--- src/fetch_pkg.sv ---
`default_nettype none

package fetch_pkg;

    // byte address for pcs and memory requests
    typedef logic [31:0] addr_t;

    // instruction length, one bit per delivered instruction
    typedef logic len_t;

    localparam len_t len_word = 1'b1;
    localparam len_t len_half = 1'b0;

    // byte step that belongs to a length code
    function automatic addr_t len_bytes(input len_t len);
        addr_t step;
        if (len == len_word) begin
            step = 32'd4;
        end else begin
            step = 32'd2;
        end
        return step;
    endfunction

endpackage

`default_nettype wire

--- src/isa_pkg.sv ---
`default_nettype none

package isa_pkg;

    // major opcodes in bits [6:0] of a 32-bit instruction
    localparam logic [6:0] op_jal   = 7'b1101111;
    localparam logic [6:0] op_jalr  = 7'b1100111;

    // AUIPC only builds a value from the pc, control flow goes on in order
    localparam logic [6:0] op_auipc = 7'b0010111;

    // any value other than 11 in bits [1:0] marks a 16-bit compressed parcel
    localparam logic [1:0] full_len_bits = 2'b11;

    // compressed quadrants, bits [1:0] of the parcel
    localparam logic [1:0] c_quadrant_q1 = 2'b01;
    localparam logic [1:0] c_quadrant_q2 = 2'b10;

    // compressed funct3, bits [15:13] of the parcel
    localparam logic [2:0] c_funct3_j   = 3'b101;
    localparam logic [2:0] c_funct3_jal = 3'b001;

    // shared by C.JR, C.JALR, C.MV, C.ADD and C.EBREAK
    // the rs1 and rs2 fields tell them apart
    localparam logic [2:0] c_funct3_jr  = 3'b100;

    // a fetched word split into two halfwords
    // the lower half is where a compressed instruction sits
    typedef struct packed {
        logic [15:0] upper;
        logic [15:0] lower;
    } parcel_t;

    // the same fetched word seen either as a full instruction or as two parcels
    typedef union packed {
        logic [31:0] full;
        parcel_t     parcel;
    } instr_word_t;

endpackage

`default_nettype wire
--- src/fetch_top.sv ---
`timescale 1ns/1ps
`default_nettype none

module fetch_top
    import fetch_pkg::*;
    import isa_pkg::*;
#(
    parameter addr_t reset_pc        = 32'h0000_0000,
    parameter int    len_queue_depth = 16
) (
    input  logic        clk,
    input  logic        rst,

    input  logic        stall,
    input  logic        redirect,
    input  addr_t       redirect_pc,
    input  logic        retire,

    output logic        mem_req,
    output addr_t       mem_addr,
    input  logic        mem_valid,
    input  instr_word_t mem_data,

    output logic        instr_valid,
    output instr_word_t instr,
    output addr_t       instr_pc,

    output addr_t       retire_pc
);

    addr_t       dec_pc;
    instr_word_t dec_word;
    addr_t       full_next_pc;
    logic        full_stop;
    addr_t       comp_next_pc;
    logic        comp_stop;

    // both views of the same word are decoded side by side
    full_predecode full_predecode_i (
        .pc      (dec_pc),
        .word    (dec_word),
        .next_pc (full_next_pc),
        .stop    (full_stop)
    );

    compressed_predecode compressed_predecode_i (
        .pc      (dec_pc),
        .word    (dec_word),
        .next_pc (comp_next_pc),
        .stop    (comp_stop)
    );

    fetch_unit #(
        .reset_pc        (reset_pc),
        .len_queue_depth (len_queue_depth)
    ) fetch_unit_i (
        .clk          (clk),
        .rst          (rst),
        .stall        (stall),
        .redirect     (redirect),
        .redirect_pc  (redirect_pc),
        .retire       (retire),
        .mem_req      (mem_req),
        .mem_addr     (mem_addr),
        .mem_valid    (mem_valid),
        .mem_data     (mem_data),
        .full_next_pc (full_next_pc),
        .full_stop    (full_stop),
        .comp_next_pc (comp_next_pc),
        .comp_stop    (comp_stop),
        .dec_pc       (dec_pc),
        .dec_word     (dec_word),
        .instr_valid  (instr_valid),
        .instr        (instr),
        .instr_pc     (instr_pc),
        .retire_pc    (retire_pc)
    );

endmodule

`default_nettype wire

--- src/fetch_unit.sv ---
`timescale 1ns/1ps
`default_nettype none

module fetch_unit
    import fetch_pkg::*;
    import isa_pkg::*;
#(
    parameter addr_t reset_pc        = 32'h0000_0000,
    parameter int    len_queue_depth = 16
) (
    input  logic        clk,
    input  logic        rst,

    input  logic        stall,
    input  logic        redirect,
    input  addr_t       redirect_pc,
    input  logic        retire,

    output logic        mem_req,
    output addr_t       mem_addr,
    input  logic        mem_valid,
    input  instr_word_t mem_data,

    input  addr_t       full_next_pc,
    input  logic        full_stop,
    input  addr_t       comp_next_pc,
    input  logic        comp_stop,
    output addr_t       dec_pc,
    output instr_word_t dec_word,

    output logic        instr_valid,
    output instr_word_t instr,
    output addr_t       instr_pc,

    output addr_t       retire_pc
);

    localparam int ptr_w = $clog2(len_queue_depth);

    // request state
    logic        started;
    logic        outstanding;
    logic        discard;
    logic        stop_pending;
    logic        waiting;
    addr_t       pred_pc;
    addr_t       fetch_pc;

    // registered response
    instr_word_t resp_word;
    addr_t       resp_pc;

    // predecoder selection
    len_t        dec_len;
    addr_t       pick_next_pc;
    logic        pick_stop;

    // length queue, pointers carry one extra wrap bit
    len_t        len_q [len_queue_depth];
    logic [ptr_w:0] q_head;
    logic [ptr_w:0] q_tail;
    logic        q_empty;
    logic        q_full;
    logic        q_push;
    logic        q_pop;

    // the instr_valid cycle still counts as outstanding, so the next request
    // comes one cycle later with the updated prediction
    assign mem_req  = started && !outstanding && !stall && !stop_pending && !redirect;
    assign mem_addr = pred_pc;

    // a request that has been sent but whose data has not come back yet
    assign waiting = outstanding && !instr_valid && !mem_valid;

    assign instr    = resp_word;
    assign instr_pc = resp_pc;
    assign dec_word = resp_word;
    assign dec_pc   = resp_pc;

    assign dec_len      = (resp_word.parcel.lower[1:0] == full_len_bits) ? len_word : len_half;
    assign pick_next_pc = (dec_len == len_word) ? full_next_pc : comp_next_pc;
    assign pick_stop    = (dec_len == len_word) ? full_stop : comp_stop;

    always_ff @(posedge clk) begin
        if (rst) begin
            started      <= 1'b0;
            outstanding  <= 1'b0;
            discard      <= 1'b0;
            stop_pending <= 1'b0;
            instr_valid  <= 1'b0;
            pred_pc      <= reset_pc;
            fetch_pc     <= reset_pc;
        end else begin
            started     <= 1'b1;
            instr_valid <= 1'b0;

            if (mem_req) begin
                outstanding <= 1'b1;
                fetch_pc    <= pred_pc;
            end

            if (mem_valid) begin
                if (discard || redirect) begin
                    // flushed fetch, the word never reaches the back end
                    outstanding <= 1'b0;
                    discard     <= 1'b0;
                end else begin
                    instr_valid <= 1'b1;
                end
            end

            if (instr_valid) begin
                outstanding  <= 1'b0;
                pred_pc      <= pick_next_pc;
                stop_pending <= pick_stop;
            end

            if (redirect) begin
                pred_pc      <= redirect_pc;
                fetch_pc     <= redirect_pc;
                stop_pending <= 1'b0;
                // the old response still has to come back before a new request goes out
                if (waiting) begin
                    discard <= 1'b1;
                end
            end
        end
    end

    always_ff @(posedge clk) begin
        if (mem_valid) begin
            resp_word <= mem_data;
            resp_pc   <= fetch_pc;
        end
    end

    assign q_empty = (q_head == q_tail);
    assign q_full  = (q_head[ptr_w] != q_tail[ptr_w]) &&
                     (q_head[ptr_w-1:0] == q_tail[ptr_w-1:0]);
    assign q_push  = instr_valid && !redirect && !q_full;
    assign q_pop   = retire && !redirect && !q_empty;

    always_ff @(posedge clk) begin
        if (rst) begin
            q_head    <= '0;
            q_tail    <= '0;
            retire_pc <= reset_pc;
        end else if (redirect) begin
            q_head    <= '0;
            q_tail    <= '0;
            retire_pc <= redirect_pc;
        end else begin
            if (q_push) begin
                q_tail <= q_tail + 1'b1;
            end
            if (q_pop) begin
                q_head    <= q_head + 1'b1;
                retire_pc <= retire_pc + len_bytes(len_q[q_head[ptr_w-1:0]]);
            end
        end
    end

    always_ff @(posedge clk) begin
        if (q_push) begin
            len_q[q_tail[ptr_w-1:0]] <= dec_len;
        end
    end

endmodule

`default_nettype wire

--- src/compressed_predecode.sv ---
`timescale 1ns/1ps
`default_nettype none

module compressed_predecode
    import fetch_pkg::*;
    import isa_pkg::*;
(
    input  addr_t       pc,
    input  instr_word_t word,
    output addr_t       next_pc,
    output logic        stop
);

    logic [15:0] c;
    logic [1:0]  quadrant;
    logic [2:0]  funct3;
    logic [4:0]  rs1;
    logic [4:0]  rs2;
    addr_t       cj_imm;
    logic        is_cj;
    logic        is_cjr;

    assign c        = word.parcel.lower;
    assign quadrant = c[1:0];
    assign funct3   = c[15:13];
    assign rs1      = c[11:7];
    assign rs2      = c[6:2];

    // CJ offset bits [12:2] hold imm[11|4|9:8|10|6|7|3:1|5]
    assign cj_imm = {
        {20{c[12]}},
        c[12],
        c[8],
        c[10:9],
        c[6],
        c[7],
        c[2],
        c[11],
        c[5:3],
        1'b0
    };

    // C.JAL only exists in RV32, in RV64 the same encoding is C.ADDIW
    assign is_cj = (quadrant == c_quadrant_q1) &&
                   ((funct3 == c_funct3_j) || (funct3 == c_funct3_jal));

    // C.JR and C.JALR differ only in bit 12
    // rs2 of zero keeps C.MV and C.ADD out, rs1 of zero keeps C.EBREAK out
    assign is_cjr = (quadrant == c_quadrant_q2) &&
                    (funct3 == c_funct3_jr) &&
                    (rs1 != 5'd0) &&
                    (rs2 == 5'd0);

    always_comb begin
        next_pc = pc + 32'd2;
        stop    = 1'b0;
        if (is_cj) begin
            next_pc = pc + cj_imm;
        end else if (is_cjr) begin
            stop = 1'b1;
        end
    end

endmodule

`default_nettype wire

--- src/full_predecode.sv ---
`timescale 1ns/1ps
`default_nettype none

module full_predecode
    import fetch_pkg::*;
    import isa_pkg::*;
(
    input  addr_t       pc,
    input  instr_word_t word,
    output addr_t       next_pc,
    output logic        stop
);

    addr_t       j_imm;
    logic [6:0]  opcode;

    assign opcode = word.full[6:0];

    // J-type immediate is imm[20|10:1|11|19:12] in bits [31:12]
    assign j_imm = {
        {11{word.full[31]}},
        word.full[31],
        word.full[19:12],
        word.full[20],
        word.full[30:21],
        1'b0
    };

    always_comb begin
        next_pc = pc + 32'd4;
        stop    = 1'b0;
        case (opcode)
            op_jal: begin
                next_pc = pc + j_imm;
            end
            op_jalr: begin
                // target depends on a register, wait for the back end to resolve it
                stop = 1'b1;
            end
            op_auipc: begin
                next_pc = pc + 32'd4;
            end
            default: begin
                // conditional branches are predicted not taken
                next_pc = pc + 32'd4;
            end
        endcase
    end

endmodule

`default_nettype wire

--- config.mk ---
export PLATFORM = sky130hd
export DESIGN_NAME = fetch_top
export DESIGN_NICKNAME = d
export VERILOG_FILES = /design/src/fetch_pkg.sv /design/src/isa_pkg.sv /design/src/fetch_top.sv /design/src/fetch_unit.sv /design/src/compressed_predecode.sv /design/src/full_predecode.sv
export SDC_FILE = /design/constraint.sdc
export NUM_CORES = 1
export LEC_CHECK = 0
export ABC_CLOCK_PERIOD_IN_PS = 11400
export BUFFER_PORTS_ARGS = -buffer_cell sky130_fd_sc_hd__buf_2
export CORE_ASPECT_RATIO = 1.2
export CORE_MARGIN = 1.5
export CORE_UTILIZATION = 55
export CTS_CLUSTER_DIAMETER = 150
export DETAILED_ROUTE_END_ITERATION = 6
export PLACE_DENSITY = 0.89
export REMOVE_ABC_BUFFERS = 1
export SLEW_MARGIN = 20
export SYNTH_ARGS = -nofsm -noshare
export SYNTH_HDL_FRONTEND = slang
export SYNTH_HIERARCHICAL = 1
export SYNTH_SLANG_ARGS = --single-unit
--- constraint.sdc ---
create_clock -name clk -period 11.4 [get_ports clk]
set_clock_uncertainty 0.1 [all_clocks]
set_input_delay 2.28 -clock clk [delete_from_list [all_inputs] [get_ports clk]]
set_output_delay 2.28 -clock clk [all_outputs]
set_load 0.01 [all_outputs]
# Yosys cells after proc, flatten, opt, wreduce, memory -nomap -nowiden
# Memories as Yosys holds them, arrays and structs flattened. A register that Yosys moved wholly into a read port is not among the register bits.
# Index checks and enable logic that the tools add are counted.
[word_totals]
output_inout_bits = 130
regBits = 175
memories = 1
mem_bits_rw = 16
in_bits = 70
wordCells = 96
[op_classes]
eq_ne = 11
bitwise_logic = 1
reduce_logical = 33
n_addsub = 7
n_mux = 31
[memory_table]
columns = ["memory", "depth", "width", "rd", "rd_clocked_by_memory_dff", "write_ports", "line_no", "source"]
rows = [
  ["fetch_unit_i.len_q", 16, 1, 1, 1, 1, "fetch_unit.sv:59", "len_t len_q [len_queue_depth];"],
]
[ops]
columns = ["op", "n"]
rows = [
  ["$mux W32", 12],
  ["$add A32 B32 Y32", 3],
  ["$add A32 B2 Y32 const B", 1],
  ["$add A32 B3 Y32 const B", 1],
  ["$mux W1", 16],
  ["$logic_and A1 B1 Y1", 15],
  ["$eq A7 B7 Y1 const B", 2],
  ["$add A5 B1 Y5 const B", 2],
  ["$logic_not A1 Y1", 8],
  ["$mux W4", 2],
  ["$eq A3 B3 Y1 const B", 2],
  ["$reduce_bool A2 Y1", 3],
  ["$reduce_or A2 Y1", 3],
  ["$eq A5 B5 Y1", 1],
  ["$logic_not A5 Y1", 1],
  ["$reduce_bool A5 Y1", 1],
  ["$eq A2 B2 Y1 const B", 2],
  ["$eq A4 B4 Y1", 1],
  ["$eq A3 B1 Y1 const B", 1],
  ["$mux W3", 1],
  ["$eq A2 B1 Y1 const B", 1],
  ["$logic_or A1 B1 Y1", 2],
  ["$ne A1 B1 Y1", 1],
  ["$not A1 Y1", 1],
]

# Depth between registers and ports, before layout
[logic_depth]
ltp_word = 9
mapped_depth = 17
mapped_depth_nobuf = 15

# Modules after synthesis
# Netlist, hierarchy kept.
[modules_own_cells]
columns = ["module", "seq_area_each_um2", "area_each_um2", "cells_each", "instances"]
rows = [
  ["fetch_unit", 4704.5, 8957.3, 860, 1],
  ["full_predecode", 0.0, 2606.2, 391, 1],
  ["compressed_predecode", 0.0, 1730.4, 251, 1],
]

# Worst setup path after synthesis
# No wires, ideal clock.
[synth_path]
kind = "input to output"
from = "input port redirect"
to = "output port mem_req"
path_buffers = 3
path_stages = 5
arrival_time_ps = 3232
slack_ps = 5788
cell_sequence = "clkbuf_1 > inv_1 > clkbuf_1 > clkbuf_1 > and2_1"
[synth_between]
elab_chain_len = 2
[synth_lines]
columns = ["item", "line_no", "source"]
rows = [
  ["from (decl)", "fetch_top.sv:15", "input logic redirect,"],
  ["$logic_not A1 Y1", "fetch_unit.sv:69", "assign mem_req = started && !outstanding && !stall && !stop_pending && !redirect;"],
  ["$logic_and A1 B1 Y1", "fetch_unit.sv:69", ""],
  ["to (decl)", "fetch_top.sv:19", "output logic mem_req,"],
]
# Every way passes these cells.

# Worst setup path in the final report
[layout_path]
from = "input port stall"
to = "output port mem_req"
[layout_between]
elab_chain_len = 4
[layout_lines]
columns = ["item", "line_no", "source"]
rows = [
  ["from (decl)", "fetch_top.sv:14", "input logic stall,"],
  ["$logic_not A1 Y1", "fetch_unit.sv:69", ""],
  ["$logic_and A1 B1 Y1 (3 in series)", "fetch_unit.sv:69", ""],
]
# Every way passes these cells.

==> results.toml <==
[run_status]
run_status = "finished clean"

[synthesis]
synth_edf_count = 80
yosysTopAreaCellShare_pct = 18.1
synth.avg_cell_area_um2 = 8.85
yosysWarnings = 6
async_reset_ff_share_pct = 0
yosysTopAreaCell = "edfxtp_1"
synth-seq-cells = 195
seq_area_frac_synth_pct = 35.4
synth_cell_types = 98
netlist_area_mm2 = 0.0133
ys_top_cells_by_area = "edfxtp_1 (18%), dfxtp_1 (17%), ha_1 (4.5%)"
synthFlopType = "dfxtp_1"
netlist_instances = 1502

[drt]
drt_first_pass_iters = 6
wl_per_cell_um = 19.9
vias_per_cell = 6.30
drc = 0
drt_wl_total_um = 38100
vias = 12000
drt-initial-drc-count = 1246
ant_nets = 0

[sta]
setup_viol = 0
timing.final.ws_setup_ns = 5.51
tightestPinTransition_ns = 0.974
slew_headroom_pct = 34.5
timing_max_transition_violations_final = 0
period_share_pct = 51.6
hold_viol_final = 0
rsz0062_at_grt = "no"
finalCriticalPeriod_ns = 5.89
fin_setup_tns_ns = 0
fmax_mhz = 170
hold_ws_ns = 0.327

[die]
fp.dieArea_mm2 = 0.0251
die_h_um = 173
fp-row-count = 62
die-width_um = 145
ioPinCount = 200
coreArea_mm2 = 0.0238
start_util_pct = 55.8

[global_route]
overflow = 0
grt_pass1_wl_um = 60200
grt_usage_pct = 29.7
antenna_found_initial = 1
grt_max_degree = 85
grt_pass1_vias = 11600

[worst_hold_path]
min_path_type = "register to register"

[clock_tree]
cts_root_buf = "clkbuf_16"
cts_buffer_depth = 2
post-cts-setup-buffer-count = 0
hold_buffers = 0
clock-sinks = 195
htreeDepth = 4
cts_buffers = 17
cts_tree = "built"
path_clk_slew_ns = 0.08
clk_latency_ns = 0.44
cts_resized = 0

[placement]
place_ws_ns = 5.53
io_buffers = 199
hpwl_um = 27600
gp_congestion = 0.954

[setup_path]
end_kind = "primary output"
worstSetupPathType = "input port to primary output"
start_kind = "input port"
worstPathRequired_ns = 9.02
crit_arrival_ns = 3.51
crit_fanout = 34

[layout]
fin_util_pct = 60.9
layout_commonest_cell = "buf_2"
syn2layout_area_growth_pct = 9.14
ff_latch_area_mm2 = 0.00471
nets = 1697
multi_input_area_mm2 = 0.00761
nFillCells = 1919
layout_common_cells = "buf_2 (198), nor2_1 (158), nand2_1 (136)"
drive_gt1_share_pct = 19.4

[pwr]
p_leak_uw = 0.00570
peakVddDrop_uv = 102
power.density_mw_per_mm2 = 125

[flow_run]
drv_cap = 0
==> synthesized netlist by cell type, types with 11 or more instances <==
| master | n |
|---|---|
| nand2_1 | 136 |
| o21ai_0 | 52 |
| edfxtp_1 | 80 |
| nor4_1 | 15 |
| o211ai_1 | 15 |
| a21boi_0 | 32 |
| nor3_1 | 23 |
| clkbuf_1 | 64 |
| and3_1 | 13 |
| a311oi_1 | 33 |
| a211oi_1 | 12 |
| nor2b_1 | 12 |
| nor2_1 | 158 |
| dfxtp_1 | 115 |
| and2_1 | 24 |
| a21oi_1 | 93 |
| nand3_1 | 71 |
| o21ai_1 | 11 |
| mux2i_1 | 48 |
| nand4_1 | 26 |
| o21a_1 | 27 |
| ha_1 | 48 |
| buf_2 | 16 |
| inv_1 | 22 |
| xnor2_1 | 61 |
| buf_4 | 68 |
| xor2_1 | 49 |
| a21o_1 | 18 |
==> power by group <==
group | internal (µW) | leakage, µW | switching [µW] | total [µW]
logic | 147 | 0.00366 | 220 | 367
registers | 771 | 0.00174 | 59.6 | 830
clock network | 316 | 0.000294 | 302 | 618
==> area by class of cell <==
| class | count | share of cell area (%) |
|---|---|---|
| Timing Repair Buffer | 211 | 7.50 |
| Sequential cell | 195 | 32.4 |
| Multi-Input combinational cell | 1129 | 52.5 |
| Inverter | 22 | 0.569 |
| Clock buffer | 17 | 2.93 |
| Tap cell | 320 | 2.76 |
| Antenna cell | 1 | 0.0172 |
| Clock inverter | 15 | 1.30 |
==> logic make-up (layout without fill, tap and decap cells) <==
group | after synthesis | count (layout) | share of synthesized area [%]
AO/OA/AOI/OAI | 376 | 376 | 20.4
multiplexers | 59 | 59 | 5.00
XOR/XNOR | 112 | 112 | 7.49
flip-flops | 195 | 195 | 35.4
adder cells (fa/ha/maj) | 51 | 51 | 4.97
buffers and inverters | 178 | 265 | 7.38
AND/OR/NAND/NOR | 531 | 531 | 19.4
other | 0 | 1 | 0
==> layer usage <==
layer / routed length, µm / GRT usage (%) / share of wire [%]
met5: 0 / 0 / 0
met4: 2120 / 17.1 / 5.6
met3: 3000 / 4.39 / 7.9
met2: 18100 / 48.9 / 47
met1: 14900 / 37.2 / 39
==> critical path: stages <==
cell     delay [ns]
buf_2          0.11
nor4b_2        0.20
buf_4          0.52
and2_1         0.22
buf_2          0.13
==> state kept, by name, summed over array words and instances, names as in the netlist, 5 cells and up, named ones only <==
| register | count |
|---|---|
| fetch_unit_i/dec_word | 32 |
| fetch_unit_i/retire_pc | 32 |
| fetch_unit_i/q_tail | 5 |
| fetch_unit_i/dec_pc | 32 |
| fetch_unit_i/len_q | 16 |
| fetch_unit_i/fetch_pc | 32 |
| fetch_unit_i/q_head | 5 |
| fetch_unit_i/mem_addr | 32 |
==> stage by stage <==
step           total power [µW]  cells  area, µm²
2_1_floorplan              1070   1346      12400
3_3_place_gp               1190   1877      13900
3_5_place_dp               1200   1877      13900
4_1_cts                    1820   1909      14500
5_1_grt                    1880   1910      14500
6_report                   1820   1910      14500
==> final timing paths <==
kind                                           startpoint                        end  slack [ns]  cells past startpoint
worst max register to register   fetch_unit_i/dec_word[0]  fetch_unit_i/mem_addr[31]        6.72                     16
worst min-delay path            fetch_unit_i/fetch_pc[19]    fetch_unit_i/dec_pc[19]        0.33                      0
worst min register to register  fetch_unit_i/fetch_pc[19]    fetch_unit_i/dec_pc[19]        0.33                      0
worst max-delay path                                stall                    mem_req        5.51                      5
No activity file was read; power rests on OpenSTA's default activity.
